==> config.mk <==
export PLATFORM = sky130hd
export DESIGN_NAME = iodly_ctrl
export DESIGN_NICKNAME = d
export VERILOG_FILES = /design/src/source/iodly_pkg.sv /design/src/source/iodly_axi4l_slave.sv /design/src/source/iodly_ctrl.sv /design/src/source/iodly_regs.sv
export SDC_FILE = /design/constraint.sdc
export NUM_CORES = 1
export LEC_CHECK = 0
export BUFFER_PORTS_ARGS = -buffer_cell sky130_fd_sc_hd__buf_2
export CAP_MARGIN = 20
export CORE_UTILIZATION = 45
export CTS_CLUSTER_SIZE = 20
export DETAILED_ROUTE_END_ITERATION = 8
export HOLD_SLACK_MARGIN = 0.1
export PLACE_DENSITY = 0.68
export SLEW_MARGIN = 20
export SYNTH_ARGS = -nofsm -noshare
export SYNTH_HDL_FRONTEND = slang
export SYNTH_SLANG_ARGS = --single-unit
==> constraint.sdc <==
create_clock -name sys__clk -period 2.3 [get_ports sys__clk]
set_clock_uncertainty 0.05 [all_clocks]
set_input_delay 0.23 -clock sys__clk [delete_from_list [all_inputs] [get_ports sys__clk]]
set_output_delay 0.23 -clock sys__clk [all_outputs]
set_load 0.01 [all_outputs]
==> src/source/iodly_pkg.sv <==
package iodly_pkg;

    localparam int ADDR_WIDTH = 32;
    localparam int DATA_WIDTH = 32;
    localparam int TAP_WIDTH  = 9;
    localparam int NUM_TAPS   = 32;
    localparam int IDX_WIDTH  = 13;

    typedef logic [ADDR_WIDTH-1:0] axi_addr_t;
    typedef logic [DATA_WIDTH-1:0] reg_data_t;
    typedef logic [TAP_WIDTH-1:0]  tap_t;
    typedef logic [IDX_WIDTH-1:0]  reg_idx_t;
    typedef logic [1:0]            axi_resp_t;

    localparam reg_data_t ID_WORD       = 32'h69646c79;
    localparam reg_idx_t  CTRL_IDX_ID   = 13'd0;
    localparam reg_idx_t  CTRL_IDX_LOAD = 13'd1;
    localparam reg_idx_t  CTRL_IDX_MODE = 13'd2;
    localparam axi_resp_t RESP_OKAY     = 2'b00;

    // Space set selects the tap registers.
    typedef struct packed {
        logic     space;
        reg_idx_t idx;
    } reg_addr_t;

    typedef struct packed {
        logic      valid;
        reg_addr_t addr;
        reg_data_t data;
    } reg_wr_t;

    typedef struct packed {
        logic      valid;
        reg_addr_t addr;
    } reg_rd_req_t;

    typedef struct packed {
        logic      valid;
        reg_data_t data;
    } reg_rd_rsp_t;

    typedef struct packed {
        logic pulse;
        logic mode;
    } tap_load_t;

    typedef tap_t [NUM_TAPS-1:0] tap_array_t;

    typedef enum logic {
        WR_IDLE,
        WR_RESP
    } wr_state_t;

    typedef enum logic [1:0] {
        RD_IDLE,
        RD_WAIT,
        RD_RESP
    } rd_state_t;

endpackage

==> src/source/iodly_axi4l_slave.sv <==
`timescale 1ns/1ps

module iodly_axi4l_slave
    import iodly_pkg::*;
(
    input  logic        sys__clk,
    input  logic        sys__srstn,

    input  axi_addr_t   ctrl_awaddr,
    input  logic [2:0]  ctrl_awprot,
    input  logic        ctrl_awvalid,
    output logic        ctrl_awready,
    input  reg_data_t   ctrl_wdata,
    input  logic [3:0]  ctrl_wstrb,
    input  logic        ctrl_wvalid,
    output logic        ctrl_wready,
    output axi_resp_t   ctrl_bresp,
    output logic        ctrl_bvalid,
    input  logic        ctrl_bready,

    input  axi_addr_t   ctrl_araddr,
    input  logic [2:0]  ctrl_arprot,
    input  logic        ctrl_arvalid,
    output logic        ctrl_arready,
    output reg_data_t   ctrl_rdata,
    output axi_resp_t   ctrl_rresp,
    output logic        ctrl_rvalid,
    input  logic        ctrl_rready,

    output reg_wr_t     wr_req,
    output reg_rd_req_t rd_req,
    input  reg_rd_rsp_t rd_rsp
);

    wr_state_t wr_state;
    rd_state_t rd_state;

    logic      wr_hs;
    logic      rd_hs;

    logic      wr_valid_q;
    reg_addr_t wr_addr_q;
    reg_data_t wr_data_q;

    logic      rd_valid_q;
    reg_addr_t rd_addr_q;
    reg_data_t rdata_q;

    // Word index sits above the byte offset.
    function automatic reg_addr_t to_reg_addr(input axi_addr_t addr);
        reg_addr_t ra;
        ra.space = addr[IDX_WIDTH+2];
        ra.idx   = addr[IDX_WIDTH+1:2];
        return ra;
    endfunction

    // AW and W are taken together.
    assign wr_hs        = (wr_state == WR_IDLE) && ctrl_awvalid && ctrl_wvalid;
    assign ctrl_awready = wr_hs;
    assign ctrl_wready  = wr_hs;
    assign ctrl_bvalid  = (wr_state == WR_RESP);
    assign ctrl_bresp   = RESP_OKAY;

    always_ff @(posedge sys__clk)
    begin
        if (!sys__srstn)
            wr_state <= WR_IDLE;
        else
        begin
            case (wr_state)
                WR_IDLE:
                begin
                    if (wr_hs)
                        wr_state <= WR_RESP;
                end
                WR_RESP:
                begin
                    if (ctrl_bready)
                        wr_state <= WR_IDLE;
                end
                default:
                    wr_state <= WR_IDLE;
            endcase
        end
    end

    always_ff @(posedge sys__clk)
    begin
        if (!sys__srstn)
            wr_valid_q <= 1'b0;
        else
            wr_valid_q <= wr_hs;
    end

    always_ff @(posedge sys__clk)
    begin
        if (wr_hs)
        begin
            wr_addr_q <= to_reg_addr(ctrl_awaddr);
            wr_data_q <= ctrl_wdata;
        end
    end

    assign wr_req = '{valid: wr_valid_q, addr: wr_addr_q, data: wr_data_q};

    // Read side.
    assign rd_hs        = (rd_state == RD_IDLE) && ctrl_arvalid;
    assign ctrl_arready = (rd_state == RD_IDLE);
    assign ctrl_rvalid  = (rd_state == RD_RESP);
    assign ctrl_rresp   = RESP_OKAY;
    assign ctrl_rdata   = rdata_q;

    always_ff @(posedge sys__clk)
    begin
        if (!sys__srstn)
            rd_state <= RD_IDLE;
        else
        begin
            case (rd_state)
                RD_IDLE:
                begin
                    if (rd_hs)
                        rd_state <= RD_WAIT;
                end
                RD_WAIT:
                begin
                    if (rd_rsp.valid)
                        rd_state <= RD_RESP;
                end
                RD_RESP:
                begin
                    if (ctrl_rready)
                        rd_state <= RD_IDLE;
                end
                default:
                    rd_state <= RD_IDLE;
            endcase
        end
    end

    always_ff @(posedge sys__clk)
    begin
        if (!sys__srstn)
            rd_valid_q <= 1'b0;
        else
            rd_valid_q <= rd_hs;
    end

    always_ff @(posedge sys__clk)
    begin
        if (rd_hs)
            rd_addr_q <= to_reg_addr(ctrl_araddr);
    end

    // Held until rready.
    always_ff @(posedge sys__clk)
    begin
        if ((rd_state == RD_WAIT) && rd_rsp.valid)
            rdata_q <= rd_rsp.data;
    end

    assign rd_req = '{valid: rd_valid_q, addr: rd_addr_q};

endmodule

==> src/source/iodly_ctrl.sv <==
`timescale 1ns/1ps

module iodly_ctrl
    import iodly_pkg::*;
(
    input  logic        sys__clk,
    input  logic        sys__srstn,

    input  axi_addr_t   ctrl_awaddr,
    input  logic [2:0]  ctrl_awprot,
    input  logic        ctrl_awvalid,
    output logic        ctrl_awready,
    input  reg_data_t   ctrl_wdata,
    input  logic [3:0]  ctrl_wstrb,
    input  logic        ctrl_wvalid,
    output logic        ctrl_wready,
    output axi_resp_t   ctrl_bresp,
    output logic        ctrl_bvalid,
    input  logic        ctrl_bready,

    input  axi_addr_t   ctrl_araddr,
    input  logic [2:0]  ctrl_arprot,
    input  logic        ctrl_arvalid,
    output logic        ctrl_arready,
    output reg_data_t   ctrl_rdata,
    output axi_resp_t   ctrl_rresp,
    output logic        ctrl_rvalid,
    input  logic        ctrl_rready,

    output tap_array_t  taps,
    output tap_load_t   tap_load
);

    reg_wr_t     wr_req;
    reg_rd_req_t rd_req;
    reg_rd_rsp_t rd_rsp;

    iodly_axi4l_slave u_slave (
        .sys__clk     (sys__clk),
        .sys__srstn   (sys__srstn),
        .ctrl_awaddr  (ctrl_awaddr),
        .ctrl_awprot  (ctrl_awprot),
        .ctrl_awvalid (ctrl_awvalid),
        .ctrl_awready (ctrl_awready),
        .ctrl_wdata   (ctrl_wdata),
        .ctrl_wstrb   (ctrl_wstrb),
        .ctrl_wvalid  (ctrl_wvalid),
        .ctrl_wready  (ctrl_wready),
        .ctrl_bresp   (ctrl_bresp),
        .ctrl_bvalid  (ctrl_bvalid),
        .ctrl_bready  (ctrl_bready),
        .ctrl_araddr  (ctrl_araddr),
        .ctrl_arprot  (ctrl_arprot),
        .ctrl_arvalid (ctrl_arvalid),
        .ctrl_arready (ctrl_arready),
        .ctrl_rdata   (ctrl_rdata),
        .ctrl_rresp   (ctrl_rresp),
        .ctrl_rvalid  (ctrl_rvalid),
        .ctrl_rready  (ctrl_rready),
        .wr_req       (wr_req),
        .rd_req       (rd_req),
        .rd_rsp       (rd_rsp)
    );

    iodly_regs u_regs (
        .sys__clk   (sys__clk),
        .sys__srstn (sys__srstn),
        .wr_req     (wr_req),
        .rd_req     (rd_req),
        .rd_rsp     (rd_rsp),
        .taps       (taps),
        .tap_load   (tap_load)
    );

endmodule

==> src/source/iodly_regs.sv <==
`timescale 1ns/1ps

module iodly_regs
    import iodly_pkg::*;
(
    input  logic        sys__clk,
    input  logic        sys__srstn,

    input  reg_wr_t     wr_req,
    input  reg_rd_req_t rd_req,
    output reg_rd_rsp_t rd_rsp,

    output tap_array_t  taps,
    output tap_load_t   tap_load
);

    tap_array_t taps_q;
    logic       load_pulse_q;
    logic       load_mode_q;

    logic       wr_tap;
    logic       wr_ctrl;

    logic       rsp_valid_q;
    reg_data_t  rsp_data_q;
    reg_data_t  rd_data_next;

    assign wr_tap  = wr_req.valid && wr_req.addr.space &&
                     (wr_req.addr.idx < reg_idx_t'(NUM_TAPS));
    assign wr_ctrl = wr_req.valid && !wr_req.addr.space;

    // Only the low tap bits are stored.
    always_ff @(posedge sys__clk)
    begin
        if (!sys__srstn)
            taps_q <= '0;
        else if (wr_tap)
        begin
            for (int i = 0; i < NUM_TAPS; i++)
            begin
                if (wr_req.addr.idx == reg_idx_t'(i))
                    taps_q[i] <= wr_req.data[TAP_WIDTH-1:0];
            end
        end
    end

    // One cycle per write.
    always_ff @(posedge sys__clk)
    begin
        if (!sys__srstn)
            load_pulse_q <= 1'b0;
        else
            load_pulse_q <= wr_ctrl && (wr_req.addr.idx == CTRL_IDX_LOAD);
    end

    always_ff @(posedge sys__clk)
    begin
        if (!sys__srstn)
            load_mode_q <= 1'b0;
        else if (wr_ctrl && (wr_req.addr.idx == CTRL_IDX_MODE))
            load_mode_q <= wr_req.data[0];
    end

    // Readback mux.
    always_comb
    begin
        rd_data_next = '0;
        if (rd_req.addr.space)
        begin
            for (int i = 0; i < NUM_TAPS; i++)
            begin
                if (rd_req.addr.idx == reg_idx_t'(i))
                    rd_data_next = reg_data_t'(taps_q[i]);
            end
        end
        else if (rd_req.addr.idx == CTRL_IDX_ID)
        begin
            rd_data_next = ID_WORD;
        end
    end

    always_ff @(posedge sys__clk)
    begin
        if (!sys__srstn)
            rsp_valid_q <= 1'b0;
        else
            rsp_valid_q <= rd_req.valid;
    end

    always_ff @(posedge sys__clk)
    begin
        if (rd_req.valid)
            rsp_data_q <= rd_data_next;
    end

    assign rd_rsp   = '{valid: rsp_valid_q, data: rsp_data_q};
    assign taps     = taps_q;
    assign tap_load = '{pulse: load_pulse_q, mode: load_mode_q};

endmodule
Word level (Yosys, flattened, before mapping)

Cells that the tools add are included.

Register bits: 397
Output and inout bits: 331
Logic and storage cells: 202

Magnitude comparators: 1
Eq/ne operators: 67
Mux-type cells: 41
Bitwise operators: 1
Reductions and logical operators: 46

Operators by type and width:

| cell                | number |
|---|---|
| $eq 13x5->1 const B | 32 |
| $mux 9              | 32 |
| $eq 13x4->1 const B | 16 |
| $eq 13x3->1 const B | 8 |
| $reduce_and 2->1    | 32 |
| $eq 13x2->1 const B | 4 |
| $mux 32             | 1 |
| $mux 31             | 1 |
| $eq 13x1->1 const B | 2 |
| $logic_not 13->1    | 2 |
| $lt 13x6->1 const B | 1 |
| $logic_and 1x1->1   | 9 |
| $mux 2              | 3 |
| $ne 2x1->1 const B  | 3 |
| $pmux 2 s3          | 1 |
| $reduce_and 3->1    | 1 |
| $eq 2x1->1 const B  | 1 |
| $eq 2x2->1 const B  | 1 |
| $logic_not 2->1     | 1 |
| $mux 1              | 2 |
| $pmux 1 s2          | 1 |
| $logic_not 1->1     | 1 |
| $not 1->1           | 1 |

Logic depth before layout (Yosys ltp)

Word-level depth: 34
Depth in mapped cells: 10
Gate-level depth less buffers: 6

Hierarchy

Synthesis repeated with hierarchy kept, for this count alone.

Cell total of the unflattened synthesis: 1842
Area total of the unflattened synthesis: 18368.9 um^2

Modules (own cells, without submodules):

| module            | instances | cells each | area an instance (um^2) | seq. area each (um^2) |
|---|---|---|---|---|
| iodly_regs        | 1         | 1723       | 15341.0                 | 6125.9 |
| iodly_axi4l_slave | 1         | 119        | 3027.9                  | 2862.7 |

Least setup slack after synthesis

OpenSTA, ideal clock, no wires.

Kind: reg-to-reg
From: register u_slave.rd_addr_q, in the netlist u_slave.rd_req[7]
To: register u_regs.rsp_data_q[5] (data pin)
Setup time: 254 ps
Data arrival time: 2126 ps
Setup slack: -131 ps
Cell stages (with the launch flop): 9
Buffers on the path: 2
Path through: edfxtp_1 > nor4_4 > buf_4 > nand4_1 > clkbuf_1 > o31ai_1 > a31oi_1 > a221oi_1 > a21bo_1

Longest elaborated chain between the ends: 34
Elaborated cells on any way between the ends: 66
Classes of those cells: 31 x eq/ne; 34 x mux; 1 x reduce/logical

Ends and longest elaborated chain:

| element                    | line                               | source |
|---|---|---|
| start, declared            | iodly_axi4l_slave.sv:46            | `reg_addr_t rd_addr_q;` |
| start signal, assigned     | iodly_axi4l_slave.sv:152           | `rd_addr_q <= to_reg_addr(ctrl_araddr);` |
| $logic_not 13->1           | iodly_regs.sv:72, iodly_regs.sv:76 |  |
| $mux 9 (32 in series)      | iodly_regs.sv:72                   | `if (rd_req.addr.idx == reg_idx_t'(i))` |
| $mux 32 (*)                | iodly_regs.sv:68                   | `if (rd_req.addr.space)` |
| via u_regs.rd_data_next[5] | iodly_regs.sv:26                   | `reg_data_t rd_data_next;` |
| end signal, assigned       | iodly_regs.sv:93                   | `rsp_data_q <= rd_data_next;` |
| end, declared              | iodly_regs.sv:25                   | `reg_data_t rsp_data_q;` |

Mark *: on every way through the listed nets, which the timed path passes. The rest lies on a longest branch.
A chain may end at the register's enable or synchronous reset.

Worst setup path in the final report

From: register u_slave.rd_addr_q, in the netlist u_slave.rd_req[0]
To: register u_regs.rsp_data_q[3] (data pin)

The elaborated chain is that of the path after synthesis.

==> impl_metrics.py <==
metrics = {
    "layout": {
        "ff_latch_area_um2": 7640,
        "multi_input_area_um2": 9070,
        "fillers": 3065,
        "areaGrowthSynthToFinish_pct": 39.5,
        "drive_gt1_share_pct": 35.7,
        "layout_common_cells": "357 x buf_2, 296 x dfxtp_1, 254 x buf_4, 242 x mux2i_1, 225 x nor2b_1",
        "nets": 2448,
        "layout_commonest_cell": "buf_2",
        "diodes": 0,
    },
    "synthesis": {
        "yosys_most_used_dff": "dfxtp_1",
        "syn_inst": 1759,
        "async_flop_share_pct": 0,
        "syn_area_um2": 17100,
        "synth-warning-count": 0,
        "synth_edf_count": 57,
        "yosysUniqueCellTypes": 77,
        "ys_ff_latch": 353,
        "yosysSeqAreaShare_pct": 44.8,
        "synth.avg_cell_area_um2": 9.70,
    },
    "pwr": {
        "p_leak_nw": 10.7,
        "p_per_area_nw_per_um2": 601,
        "finalPower_w": 0.0143,
        "ir_drop_v": 0.000586,
    },
    "setup_path": {
        "cp.required_ps": 2570,
        "reg2reg_setup_slack_ps": -430,
        "reg2reg_depth": 8,
        "cpMostUsedCell": "buf_12",
        "worstPathArrival_ps": 3000,
        "cp-start-kind": "flip-flop",
        "cp-end-kind": "flip-flop",
        "path_class": "flip-flop to flip-flop",
        "path_delay_family": "compound AO/OA/AOI/OAI gates",
        "timing.rr.end": "u_regs.rsp_data_q[3]$_DFFE_PP_",
        "max_stage_delay_ps": 560,
        "r2r_start": "u_slave.rd_req[0]$_DFFE_PP_",
        "cp_num_buf_inv": 3,
        "slowest_stage": "a222oi_1",
        "cp_cell_sequence": "buf_12 > buf_12 > nor2b_2 > buf_4 > a22o_1 > a222oi_1 > o41ai_2 > a21o_1",
        "crit_fanout": 14,
    },
    "place": {
        "dp_hpwl_um": 53900,
        "portBuffers": 358,
        "globalplace.congestion": 0.987,
    },
    "floorplanning": {
        "die_w_um": 197,
        "ios": 444,
        "core_um2": 37000,
        "die_h_um": 197,
        "row_count": 70,
        "die_area_um2": 38700,
        "start_util_pct": 46.2,
    },
    "status": {
        "status": "finished with violations",
        "violations": "setup timing",
    },
    "sta": {
        "max_slew_margin_pct": 46.8,
        "tns_ps": -2690,
        "setup_viol": 9,
        "whs_ps": 191,
        "drv_slew": 0,
        "hold_viol_final": 0,
        "rsz0062_at_grt": "yes",
        "fmax_ghz": 0.367,
        "setup_ws_ps": -426,
        "period_needed_ps": 2730,
        "worst_pin_slew_ps": 797,
        "post-route-period-util_pct": 119,
    },
    "grt": {
        "grt_start_max_net_pins": 120,
        "grt_remaining_overflow": 0,
        "gr-usage-all-layers_pct": 37.3,
        "antenna_found_initial": 4,
        "first_global_vias": 16000,
        "grt_pass1_wl_um": 106000,
    },
    "detailed_routing": {
        "drt_pass1_iterations": 6,
        "routed_wl_um": 74200,
        "viasPerCell": 5.81,
        "drc": 0,
        "ant_nets": 0,
        "vias": 16700,
        "wl_per_cell_um": 25.8,
        "first_iter_violations": 1587,
    },
    "clock_network": {
        "clockRootBuffer": "clkbuf_16",
        "insertion_delay_ps": 570,
        "cts_made_buffers": 40,
        "htreeDepth": 2,
        "clkSinkCount": 353,
        "clockBufferDepth": 3,
        "path_clk_slew_ps": 60,
        "cts_tree": "done",
    },
    "min_path": {
        "hp-start": "ctrl_awvalid",
        "hold_class": "input pin to flip-flop",
        "min_path_cells": 4,
        "min_to": "u_slave.wr_data_q[1]$_DFFE_PP_",
    },
    "job": {
        "maxCapViolCount": 0,
    },
}
-- stage by stage --
stage                     utilization [%]  instance area (um2)  std cells  worst slack, ps
after floorplan                         -                17200       1774             -104
after global placement               57.3                21200       2728             -756
after detailed placement             57.3                21200       2728             -778
after CTS                            63.6                23500       2864             -455
after global routing                 64.4                23800       2871             -427
final                                64.4                23800       2871             -426
-- where the power goes --
group	switching, W	internal (W)
Clock	0.00271	0.00410
Sequential	0.0000532	0.00632
Combinational	0.000630	0.000488
-- worst max path at each step --
stage / cells past startpoint / endpoint / startpoint
finish: 8 / u_regs.rsp_data_q[3]$_DFFE_PP_ / u_slave.rd_req[0]$_DFFE_PP_
global route: 10 / u_regs.rsp_data_q[3]$_DFFE_PP_ / u_slave.rd_req[7]$_DFFE_PP_
CTS: 8 / u_regs.rsp_data_q[3]$_DFFE_PP_ / u_slave.rd_req[7]$_DFFE_PP_
detailed placement: 7 / u_regs.rsp_data_q[3]$_DFFE_PP_ / u_slave.rd_req[8]$_DFFE_PP_
global placement: 7 / u_regs.rsp_data_q[3]$_DFFE_PP_ / u_slave.rd_req[8]$_DFFE_PP_
floorplan: 7 / u_regs.rsp_data_q[5]$_DFFE_PP_ / u_slave.rd_req[5]$_DFFE_PP_
-- worst register-to-register path, stage by stage, from the launching register on --
cell	delay (ps)
edfxtp_1	430
buf_12	190
buf_12	170
nor2b_2	190
buf_4	200
a22o_1	260
a222oi_1	560
o41ai_2	220
a21o_1	230
-- cells by family after synthesis --
| logic type | share of synthesized area (%) |
|---|---|
| compound gates | 13.7 |
| buf+inv | 5.30 |
| flops | 44.8 |
| mux | 16.6 |
| other cells | 0.0220 |
| simple gates | 19.6 |
-- synthesized netlist by cell type, types with 9 or more instances --
library cell	n	area share, %
dfxtp_1	296	35
clkbuf_1	123	2.7
nand2_1	125	2.8
nand2b_1	14	0.51
nor2_1	43	0.95
nor2b_1	227	8.3
nand4_1	18	0.66
mux4_2	9	1.2
a21oi_1	31	0.91
o21ai_0	65	1.9
edfxtp_1	57	10
buf_2	24	0.70
buf_4	33	1.5
mux2i_1	242	14
a211oi_1	11	0.48
o22ai_1	21	0.77
nand3_1	84	2.5
a2111oi_0	10	0.51
nor3_1	28	0.82
mux2_2	19	1.3
a31oi_1	9	0.33
nor4_1	9	0.33
a21boi_0	83	3.7
-- per-layer routing --
layer	global-route usage, %	part of all wire (%)
met1	52.1	44
met2	56.2	43
met3	8.73	9.9
met4	13.0	3.1
met5	0	0.034
-- sequential cells by signal (all words and copies together), names as in the netlist --
name and cells:
u_slave.wr_valid_q 1, u_slave.wr_data_q 9, u_regs.load_mode_q 1, u_regs.taps 288, u_regs.rsp_data_q 10, u_slave.ctrl_rdata 10, u_regs.rsp_valid_q 1, u_slave.rd_valid_q 1
u_slave.ctrl_bvalid 1, u_slave.rd_state 2, u_slave.wr_req 14, u_regs.load_pulse_q 1, u_slave.rd_req 14
-- layout make-up --
cell class,instances,share of cell area (%)
repair buffers,708,21.1
well taps,504,2.65
clock inverters,16,0.836
multi-input cells,1223,38.1
flip-flops and latches,353,32.1
clock buffers,58,5.06
inverters,9,0.142
-- repair_timing --
action                                  in CTS  in global routing
endpoints found under the setup margin      19                 65
cloned                                       3                  1
setup buffers                               18                  7
endpoints found under the hold margin       89                  0
pin swaps                                   28                 21
gates resized for setup                     73                 47
hold buffers                                42                  0
Power figures use the tool's default switching activity.
